--- src/replica_pkg.sv ---
`default_nettype none

package replica_pkg;

    // one lane of a replica record and the number of lanes per record
    localparam int lane_w = 7;
    localparam int lanes  = 8;

    // lane 0 sits in the low bits
    typedef logic [lanes-1:0][lane_w-1:0] replica_word_t;

    typedef enum logic [1:0] {
        cmd_none     = 2'd0,
        cmd_exchange = 2'd1,
        cmd_drain    = 2'd2,
        cmd_clear    = 2'd3
    } replica_command_t;

    // codes 2 and 3 are not named and fall back to keyed ordering
    typedef enum logic [1:0] {
        opt_keyed     = 2'd0,
        opt_threshold = 2'd1
    } opt_mode_t;

    // the same 14-bit option word is read as two lane keys or as one threshold
    typedef union packed {
        struct packed {
            logic [lane_w-1:0] primary;
            logic [lane_w-1:0] secondary;
        } keys;
        logic [2*lane_w-1:0] threshold;
    } opt_u;

endpackage

`default_nettype wire

--- src/replica_ctrl.sv ---
`default_nettype none

module replica_ctrl (
    input  logic                          clk,
    input  logic                          reset,
    input  replica_pkg::replica_command_t command,
    input  logic                          in_valid,
    input  replica_pkg::replica_word_t    in_data,
    output logic                          aligned_valid,
    output replica_pkg::replica_word_t    aligned_data,
    output replica_pkg::replica_command_t command_q,
    output logic                          phase
);

    logic                       in_valid_d1;
    logic                       in_valid_d2;
    logic                       in_valid_d3;
    replica_pkg::replica_word_t in_data_d1;
    replica_pkg::replica_word_t in_data_d2;
    replica_pkg::replica_word_t in_data_d3;

    always_ff @(posedge clk) begin
        if (reset) begin
            in_valid_d1 <= 1'b0;
            in_valid_d2 <= 1'b0;
            in_valid_d3 <= 1'b0;
            command_q   <= replica_pkg::cmd_none;
            phase       <= 1'b0;
        end else begin
            in_valid_d1 <= in_valid;
            in_valid_d2 <= in_valid_d1;
            in_valid_d3 <= in_valid_d2;
            command_q   <= command;
            // every command that does something flips the exchange phase
            if (command != replica_pkg::cmd_none) begin
                phase <= ~phase;
            end
        end
    end

    // lanes are reversed on entry so that port lane 7 becomes internal lane 0
    always_ff @(posedge clk) begin
        for (int i = 0; i < replica_pkg::lanes; i++) begin
            in_data_d1[i] <= in_data[replica_pkg::lanes-1-i];
        end
        in_data_d2 <= in_data_d1;
        in_data_d3 <= in_data_d2;
    end

    assign aligned_valid = in_valid_d3;
    assign aligned_data  = in_data_d3;

    // a push and a command would both drive the stage registers in one cycle
    a_no_command_during_push: assert property (
        @(posedge clk) disable iff (reset)
        !(aligned_valid && (command_q != replica_pkg::cmd_none))
    ) else $error("command acts in a cycle with an aligned push");

endmodule

`default_nettype wire

--- src/replica_order.sv ---
`default_nettype none

module replica_order (
    input  replica_pkg::opt_mode_t     mode,
    input  replica_pkg::opt_u          opt,
    input  replica_pkg::replica_word_t low_data,
    input  replica_pkg::replica_word_t high_data,
    output logic                       trade
);

    logic [replica_pkg::lane_w-1:0]   low_primary;
    logic [replica_pkg::lane_w-1:0]   high_primary;
    logic [replica_pkg::lane_w-1:0]   low_secondary;
    logic [replica_pkg::lane_w-1:0]   high_secondary;
    logic                             keyed_trade;
    logic [replica_pkg::lane_w-1:0]   lane0_diff;
    logic                             threshold_trade;

    // only the low three bits of each key field address a lane
    assign low_primary    = low_data[opt.keys.primary[2:0]];
    assign high_primary   = high_data[opt.keys.primary[2:0]];
    assign low_secondary  = low_data[opt.keys.secondary[2:0]];
    assign high_secondary = high_data[opt.keys.secondary[2:0]];

    // the lower stage holding the larger record gives ascending order toward the tail
    assign keyed_trade = (low_primary > high_primary) ||
                         ((low_primary == high_primary) && (low_secondary > high_secondary));

    assign lane0_diff = low_data[0] - high_data[0];

    // a negative difference never exceeds an unsigned threshold
    assign threshold_trade = (low_data[0] > high_data[0]) &&
                             ({{replica_pkg::lane_w{1'b0}}, lane0_diff} > opt.threshold);

    always_comb begin
        case (mode)
            replica_pkg::opt_threshold: trade = threshold_trade;
            default:                    trade = keyed_trade;
        endcase
    end

endmodule

`default_nettype wire

--- src/replica_stage.sv ---
`default_nettype none

module replica_stage #(
    parameter int n_stages = 8,
    parameter int index    = 0
) (
    input  logic                          clk,
    input  logic                          reset,
    input  replica_pkg::replica_command_t command,
    input  replica_pkg::opt_mode_t        mode,
    input  replica_pkg::opt_u             opt,
    input  logic                          phase,
    input  logic                          shift_valid,
    input  logic                          prev_valid,
    input  replica_pkg::replica_word_t    prev_data,
    input  logic                          folw_valid,
    input  replica_pkg::replica_word_t    folw_data,
    output logic                          out_valid,
    output replica_pkg::replica_word_t    out_data
);

    // neighbours that exist for this position in the chain
    localparam bit has_prev  = (index > 0);
    localparam bit has_folw  = (index < n_stages - 1);
    localparam bit odd_index = ((index % 2) == 1);

    logic shift;
    logic exchange;
    logic shift_in_valid;
    logic as_lower;
    logic as_upper;
    logic trade_prev;
    logic trade_folw;
    logic swap_prev;
    logic swap_folw;

    assign shift    = shift_valid || (command == replica_pkg::cmd_drain);
    assign exchange = (command == replica_pkg::cmd_exchange);

    // a drain pulls an empty slot into the head
    assign shift_in_valid = (command == replica_pkg::cmd_drain && index == 0) ? 1'b0 : prev_valid;

    // a pair takes part when the parity of its lower index equals the phase
    assign as_lower = has_folw && (phase == odd_index);
    assign as_upper = has_prev && (phase != odd_index);

    replica_order order_prev (
        .mode      (mode),
        .opt       (opt),
        .low_data  (prev_data),
        .high_data (out_data),
        .trade     (trade_prev)
    );

    replica_order order_folw (
        .mode      (mode),
        .opt       (opt),
        .low_data  (out_data),
        .high_data (folw_data),
        .trade     (trade_folw)
    );

    // both members of a pair see the same decision, so the words cross exactly
    assign swap_prev = exchange && as_upper && prev_valid && out_valid && trade_prev;
    assign swap_folw = exchange && as_lower && folw_valid && out_valid && trade_folw;

    // an exchange only moves words between full slots, so valid holds
    always_ff @(posedge clk) begin
        if (reset) begin
            out_valid <= 1'b0;
        end else if (command == replica_pkg::cmd_clear) begin
            out_valid <= 1'b0;
        end else if (shift) begin
            out_valid <= shift_in_valid;
        end
    end

    always_ff @(posedge clk) begin
        if (shift) begin
            out_data <= prev_data;
        end else if (swap_folw) begin
            out_data <= folw_data;
        end else if (swap_prev) begin
            out_data <= prev_data;
        end
    end

    a_valid_known: assert property (
        @(posedge clk) disable iff (reset)
        !$isunknown(out_valid)
    ) else $error("stage %0d valid is unknown", index);

endmodule

`default_nettype wire

--- src/replica_top.sv ---
`default_nettype none

module replica_top #(
    parameter int n_stages = 8
) (
    input  logic                          clk,
    input  logic                          reset,
    input  replica_pkg::replica_command_t command,
    input  replica_pkg::opt_mode_t        opt_com,
    input  logic [6:0]                    K,
    input  logic [6:0]                    L,
    input  logic                          ordering_in_valid,
    input  replica_pkg::replica_word_t    ordering_in_data,
    output logic                          ordering_out_valid,
    output replica_pkg::replica_word_t    ordering_out_data
);

    replica_pkg::opt_u             opt;
    logic                          aligned_valid;
    replica_pkg::replica_word_t    aligned_data;
    replica_pkg::replica_command_t command_q;
    logic                          phase;
    logic                          tail_shift;

    // slot 0 is the aligned input, slot n_stages+1 is the empty neighbour of the tail
    logic                       [n_stages+1:0] chain_valid;
    replica_pkg::replica_word_t [n_stages+1:0] chain_data;

    // K lands in the upper half and L in the lower half for either view
    always_comb begin
        opt.keys.primary   = K;
        opt.keys.secondary = L;
    end

    replica_ctrl ctrl0 (
        .clk           (clk),
        .reset         (reset),
        .command       (command),
        .in_valid      (ordering_in_valid),
        .in_data       (ordering_in_data),
        .aligned_valid (aligned_valid),
        .aligned_data  (aligned_data),
        .command_q     (command_q),
        .phase         (phase)
    );

    assign chain_valid[0]          = aligned_valid;
    assign chain_data[0]           = aligned_data;
    assign chain_valid[n_stages+1] = 1'b0;
    assign chain_data[n_stages+1]  = '0;

    for (genvar g = 0; g < n_stages; g++) begin : g_stage
        replica_stage #(
            .n_stages (n_stages),
            .index    (g)
        ) stage (
            .clk         (clk),
            .reset       (reset),
            .command     (command_q),
            .mode        (opt_com),
            .opt         (opt),
            .phase       (phase),
            .shift_valid (aligned_valid),
            .prev_valid  (chain_valid[g]),
            .prev_data   (chain_data[g]),
            .folw_valid  (chain_valid[g+2]),
            .folw_data   (chain_data[g+2]),
            .out_valid   (chain_valid[g+1]),
            .out_data    (chain_data[g+1])
        );
    end

    // the tail word leaves on the same edge at which the chain shifts
    assign tail_shift = aligned_valid || (command_q == replica_pkg::cmd_drain);

    always_ff @(posedge clk) begin
        if (reset) begin
            ordering_out_valid <= 1'b0;
        end else begin
            ordering_out_valid <= tail_shift && chain_valid[n_stages];
        end
    end

    // lanes go back to port order on the way out
    always_ff @(posedge clk) begin
        for (int i = 0; i < replica_pkg::lanes; i++) begin
            ordering_out_data[i] <= chain_data[n_stages][replica_pkg::lanes-1-i];
        end
    end

endmodule

`default_nettype wire
--- config.mk ---
export PLATFORM = sky130hd
export DESIGN_NAME = replica_top
export DESIGN_NICKNAME = d
export VERILOG_FILES = /design/src/replica_pkg.sv /design/src/replica_ctrl.sv /design/src/replica_order.sv /design/src/replica_stage.sv /design/src/replica_top.sv
export SDC_FILE = /design/constraint.sdc
export NUM_CORES = 1
export LEC_CHECK = 0
export BUFFER_PORTS_ARGS = -buffer_cell sky130_fd_sc_hd__buf_2
export CAP_MARGIN = 10
export CORE_ASPECT_RATIO = 0.8
export CORE_MARGIN = 4
export CORE_UTILIZATION = 36
export CTS_BUF_LIST = sky130_fd_sc_hd__clkbuf_2 sky130_fd_sc_hd__clkbuf_4 sky130_fd_sc_hd__clkbuf_8
export DETAILED_ROUTE_END_ITERATION = 10
export GPL_ROUTABILITY_DRIVEN = 1
export PLACE_DENSITY = 0.6
export SLEW_MARGIN = 30
export SYNTH_ARGS = -nofsm -noshare
export SYNTH_HDL_FRONTEND = slang
export SYNTH_SLANG_ARGS = --single-unit
--- constraint.sdc ---
create_clock -name clk -period 6.84 [get_ports clk]
set_clock_uncertainty 0.1 [all_clocks]
set_input_delay 1.368 -clock clk [delete_from_list [all_inputs] [get_ports clk]]
set_output_delay 1.368 -clock clk [all_outputs]
set_load 0.01 [all_outputs]
==> results of run 1 <==
-- power by group through the flow --
stage | logic, W | registers [W] | clock network [W]
after detailed placement | 0.00144 | 0.00500 | 0
after global routing | 0.00158 | 0.00494 | 0.00423
after global placement | 0.00138 | 0.00499 | 0
after floorplan | 0.00102 | 0.00487 | 0
after CTS | 0.00144 | 0.00491 | 0.00404
final | 0.00144 | 0.00492 | 0.00396
-- sequential cells by signal (all words and copies together) (netlist names), 2 cells and up --
name	flops
ctrl0.aligned_data	56
ctrl0.command_q	2
ctrl0.in_data_d1	56
ctrl0.in_data_d2	56
g_stage.stage.out_data	448
g_stage.stage.out_valid	8
ordering_out_data	56
-- worst max-delay path by stage --
stage               from                            end  slack, ns  cells after the start
floorplan           L[0]   g_stage[6].stage.out_data[0]       0.10                     13
finish              K[0]   g_stage[6].stage.out_data[3]       1.30                     13
global placement    K[0]   g_stage[6].stage.out_data[4]       0.65                     13
detailed placement  K[0]  g_stage[6].stage.out_data[26]       0.60                     13
CTS                 K[0]  g_stage[6].stage.out_data[21]       1.39                     13
global route        L[0]  g_stage[6].stage.out_data[21]       1.23                     14
-- metal layers --
metal	routed length, um	global-route usage [%]
met1	49600	31.6
met2	45400	29.1
met3	11600	4.44
met4	3370	6.10
met5	0	0
-- synthesized netlist by cell type, drive strengths merged, types with 5 or more instances --
library cell	count	area, sq um
o211ai	9	67.6
nand3b	8	60.1
clkbuf	55	206
a21oi	75	375
nand3	36	180
nor2	38	143
inv	168	631
o21a	6	45.0
mux4	224	5040
and3	5	31.3
buf	68	342
mux2i	91	911
a31oi	5	31.3
dfxtp	239	4780
a211oi	14	105
edfxtp	448	13500
xnor2	20	175
nor3	10	55.1
nand2b	7	43.8
nor2b	13	81.3
and4	7	61.3
fa	7	140
ha	196	2450
xor2	13	114
and2	42	263
nand2	300	1130
mux2	308	3600
o21bai	9	67.6
nand4	29	181
o21ai	37	185
a21o	27	203
-- critical path: stages --
cell and delay, ns:
buf_6 0.53, buf_4 0.32, mux4_2 0.54, mux2i_1 0.41, inv_1 0.09, ha_1 0.33
nand4_1 0.14, a21o_1 0.19, a32oi_1 0.35, o221ai_1 0.28, a21o_1 0.34, nand3_2 0.13
buf_4 0.67
-- area by class of cell --
type	instances	share of cell area [%]
timing repair buffer	180	2.95
clock inverter	57	1.44
multi-input combinational	1591	40.3
clock buffer	150	4.73
tap	1300	4.02
sequential	687	45.0
inverter	168	1.56
-- cells in the final DEF, fill, tap and decap left out, drive strengths merged, types with 36 or more instances in the layout --
master | synthesis | layout
mux4 | 224 | 224
and2 | 42 | 42
ha | 196 | 196
edfxtp | 448 | 448
o21ai | 37 | 37
nand2 | 300 | 300
nand3 | 36 | 36
clkinv | 0 | 36
nor2 | 38 | 38
mux2 | 308 | 308
dfxtp | 239 | 239
mux2i | 91 | 91
a21oi | 75 | 75
clkbuf | 55 | 151
inv | 168 | 174
buf | 68 | 179
-- cells by family (layout without fill, tap and decap cells) --
| logic type | after synthesis | count (layout) | share of synthesized area [%] |
|---|---|---|---|
| buffers and inverters | 291 | 555 | 3.31 |
| and+or+nand+nor | 508 | 508 | 6.58 |
| adders and majority gates | 203 | 203 | 7.27 |
| AOI/OAI and AO/OA | 224 | 224 | 4.08 |
| muxes | 623 | 623 | 26.8 |
| xor gates and xnor gates | 33 | 33 | 0.811 |
| DFF | 687 | 687 | 51.2 |
-- stage by stage --
stage | utilization, % | cells | hold WS, ns | cell area, sq um
finish | 41.5 | 4133 | 0.220 | 40500
global route | 41.5 | 4133 | 0.218 | 40500
CTS | 41.5 | 4133 | 0.216 | 40500
detailed placement | 39.0 | 3926 | 0.212 | 38000
global placement | 38.9 | 3924 | 0.212 | 38000
floorplan | - | 2569 | 0.210 | 35700
==> impl_metrics.tcl, run 1 <==
set metrics [dict create \
    grt_pass1_wl_um 160000 \
    finalSetupViolCount 0 \
    synth.avg_cell_area_sq_um 13.9 \
    cp_data_required_time_ns 7.10 \
    finalNetCount 3017 \
    die_w_um 360 \
    rows 102 \
    startpoint_type "input port" \
    post_cts_buffers 0 \
    start_util_pct 36.6 \
    status "completed" \
    clock_power_share_pct 38.4 \
    switching_share_pct 26.9 \
    numCtsBuffers 109 \
    crit_arrival_ns 5.80 \
    r2r-start "g_stage[1].stage.out_data[0]" \
    worstHoldStart "ctrl0.in_data_d2[48]" \
    multiInputGateArea_sq_um 16300 \
    fmax_mhz 180 \
    nFillCells 9033 \
    grt_max_degree 69 \
    hold_path_class "reg -> reg" \
    routedWlPerCell_um 26.6 \
    track_usage_pct 20.7 \
    rr_endpoint "g_stage[2].stage.out_data[53]" \
    cts_resized 0 \
    first_global_vias 23169 \
    clk_pin_slew_ns 0.07 \
    drtIter0Drc 3177 \
    rrSetupSlack_ns 1.60 \
    async_reset_ff_share_pct 0 \
    diodes 0 \
    worst_pin_slew_ns 1.03 \
    pwr-share-seq_pct 47.6 \
    p_switching_w 0.00278 \
    hold_depth 0 \
    intPower_w 0.00756 \
    rsz0062_at_grt "no" \
    cts_tree "built" \
    relSlewSlack_pct 31.5 \
    core_area_sq_um 97500 \
    critPathMaxFanout 56 \
    pre_cts_ws_ns 0.601 \
    synth_cells 2569 \
    end_kind "flip-flop" \
    pwr-share-comb_pct 14.0 \
    ys_seq_area_share_pct 51.2 \
    ant_nets 0 \
    clock_latency_ns 0.75 \
    ys_types 67 \
    holdBufCountCts 0 \
    finalWorstSetupSlack_ns 1.30 \
    hold_viol_final 0 \
    root_buffer "clkbuf_8" \
    antenna_found_initial 1 \
    vdd_drop_max_mv 0.170 \
    synthFlopType "edfxtp_1" \
    vias 23517 \
    gp_congestion 0.950 \
    slew_viol_final 0 \
    dieArea_sq_um 104000 \
    clock_path_buffers 3 \
    globalRouteOverflowTotal 0 \
    cap_violations 0 \
    fin_crit_ns 5.54 \
    ff_latch_area_sq_um 18200 \
    syn-num-nets 2849 \
    hpwl_um 83100 \
    crit_type "in -> reg" \
    clkSinkCount 687 \
    leakage_nw 15.9 \
    worstHoldEndpoint "ctrl0.aligned_data[48]" \
    synth-seq-cells 687 \
    p_per_area_nw_per_um2 255 \
    remaining_drc_errors 0 \
    io_pins 134 \
    timing.final.crit_share_pct 81.0 \
    dr.pass1.iters 6 \
    drive_gt1_share_pct 32.8 \
    numPortBuffers 133 \
    finalPower_w 0.0103 \
    synth_edf_count 448 \
    ys_warn_count 0 \
    wirelength_um 110000 \
    finalSetupTns_ns 0 \
    syn-cell-area_sq_um 35700 \
    area_delta_synth_final_pct 13.6 \
    h-tree-depth 3 \
    reg2regPathDepth 16 \
    via_per_inst 5.69 \
    die-height_um 289 \
]
No activity file was read; power rests on OpenSTA's default activity.
==> run 2: changes to the inputs <==
==> constraint.sdc (replaced) <==
create_clock -name clk -period 5.01 [get_ports clk]
set_clock_uncertainty 0.1 [all_clocks]
set_input_delay 1.002 -clock clk [delete_from_list [all_inputs] [get_ports clk]]
set_output_delay 1.002 -clock clk [all_outputs]
set_load 0.01 [all_outputs]
==> run 2 against run 1 <==
  * Via count up 1.4%
  * First-iteration DRC count down 5.6%
  * Register-to-register slack worse by 1.3 ns
  * Non-clock buffer count up 64
  * Sequential share of layout area down 0.70 points
  * Critical endpoint is now g_stage[2].stage.out_data[26]
  * Sequential power up 37%
  * Combinational power up 42%
  * Largest cell class unchanged
  * Critical path depth up 3
  * Critical path type is now reg -> reg
  * Wire length up 0.86%
  * Total power up 34%
  * Cell count up 1.6%
==> impl_metrics.tcl, run 2 (synthesized netlist as in run 1, its figures left out) <==
set metrics [dict create \
    status "completed" \
    globalRouteOverflowTotal 0 \
    p_per_area_nw_per_um2 337 \
    grt_pass1_wl_um 161000 \
    area_delta_synth_final_pct 15.4 \
    hold_path_class "in -> reg" \
    wirelength_um 111000 \
    numPortBuffers 133 \
    dieArea_sq_um 104000 \
    nFillCells 9019 \
    cap_violations 0 \
    routedWlPerCell_um 26.4 \
    track_usage_pct 21.0 \
    mostFrequentLayoutCells "edfxtp_1, nand2_1, mux2_2" \
    cts_tree "built" \
    io_pins 134 \
    post_cts_buffers 0 \
    via_per_inst 5.68 \
    dr.pass1.iters 5 \
    hold_slack_ns 0.174 \
    vdd_drop_max_mv 0.292 \
    leakage_nw 16.2 \
    finalNetCount 3083 \
    fin_crit_ns 4.71 \
    critPathMaxFanout 10 \
    rsz0062_at_grt "no" \
    crit_arrival_ns 5.16 \
    hold_viol_final 0 \
    numCtsBuffers 111 \
    h-tree-depth 3 \
    die-height_um 289 \
    clock_path_buffers 3 \
    pre_cts_ws_ns 0.0289 \
    startpoint_type "flip-flop" \
    ant_nets 0 \
    hpwl_um 86200 \
    rows 102 \
    met3_usage_pct 5.54 \
    grt_use_met2_pct 29.1 \
    core_area_sq_um 97500 \
    vias 23840 \
    finalSetupViolCount 0 \
    grt_max_degree 68 \
    grt_busiest_layer "met1" \
    max_flop_register "g_stage.stage.out_data" \
    clkSinkCount 687 \
    start_util_pct 36.6 \
    layout_commonest_cell "edfxtp_1" \
    grt_util_met1_pct 31.8 \
    finalWorstSetupSlack_ns 0.304 \
    root_buffer "clkbuf_8" \
    clk_pin_slew_ns 0.06 \
    antenna_found_initial 2 \
    relSlewSlack_pct 44.3 \
    end_kind "flip-flop" \
    holdBufCountCts 0 \
    first_global_vias 23438 \
    slew_viol_final 0 \
    cp_data_required_time_ns 5.47 \
    fin_util_pct 42.2 \
    drive_gt1_share_pct 34.2 \
    gp_congestion 0.960 \
    fmax_mhz 213 \
    remaining_drc_errors 0 \
    die_w_um 360 \
    crit_type "reg -> reg" \
    worst_pin_slew_ns 0.834 \
    clock_latency_ns 0.84 \
    drtIter0Drc 2999 \
    finalPower_w 0.0139 \
    largest_reg_flops 448 \
    finalSetupTns_ns 0 \
    timing.final.crit_share_pct 93.9 \
]
[run 2: changes by cell type in the layout (fill, tap and decap cells not counted), moves of 3 or more]
cell        previous run  this run
buf_4                 37        82
buf_12                10        30
bufinv_16             10         2
clkbuf_8             127       133
nand3_2                6         0
nand3_4                0         6
clkinv_1              11        15
clkinv_2              23        19
clkinvlp_4             5         2
[run 2: metrics by stage]
stage,instances,cell area (sq um)
final,4198,41100
after global placement,3990,38800
after floorplan,2569,35800
after CTS,4196,41100
after global routing,4198,41100
after detailed placement,3990,38800
[run 2: where the power goes]
part,total [W],switching [W],internal [W]
clock network,0.00512,0.00241,0.00271
registers,0.00673,0.000345,0.00638
logic,0.00204,0.00108,0.000956
total,0.0139,0.00383,0.0101
[run 2: path summary, 6_finish.rpt]
path	end	from	slack, ns	cells past startpoint
max reg2reg	g_stage[2].stage.out_data[26]	g_stage[2].stage.out_data[0]	0.30	16
min reg2reg	ctrl0.aligned_data[12]	ctrl0.in_data_d2[12]	0.20	0
max	g_stage[2].stage.out_data[26]	g_stage[2].stage.out_data[0]	0.30	16
min	ctrl0.in_data_d1[51]	ordering_in_data[2]	0.17	1
[run 2: final cells by class]
class                   instances  area (sq um)  area share (%)
diodes                          2          5.00          0.0122
clock buffers                 157          2000            4.86
clock inverters                49           360           0.876
inverters                     168           631            1.53
multi-input cells            1591         16400            39.8
flip-flops and latches        687         18200            44.3
well taps                    1300          1630            3.95
repair buffers                244          1910            4.63
[run 2: worst max-delay path: stages (launching register included)]
cell and delay, ns:
edfxtp_1 0.48, inv_1 0.23, ha_1 0.22, inv_1 0.06
fa_1 0.40, a21o_1 0.18, a21oi_1 0.25, o21bai_1 0.10
a21oi_1 0.20, xnor2_1 0.22, ha_1 0.28, o2111ai_1 0.12
a2111o_1 0.36, o21ai_1 0.31, o211a_2 0.35, buf_4 0.23
mux2_2 0.36
[run 2: routing by layer]
layer | vias up | wire (um)
li1 | 10244 | -
met1 | 12025 | 50400
met2 | 1402 | 45300
met3 | 169 | 12100
met4 | 0 | 3150
met5 | - | 0
[run 2: timing repair]
| item | CTS | global route |
|---|---|---|
| resized for setup | 0 | 2 |
| hold endpoints to repair | 0 | 0 |
| endpoints found under the setup margin | 0 | 113 |
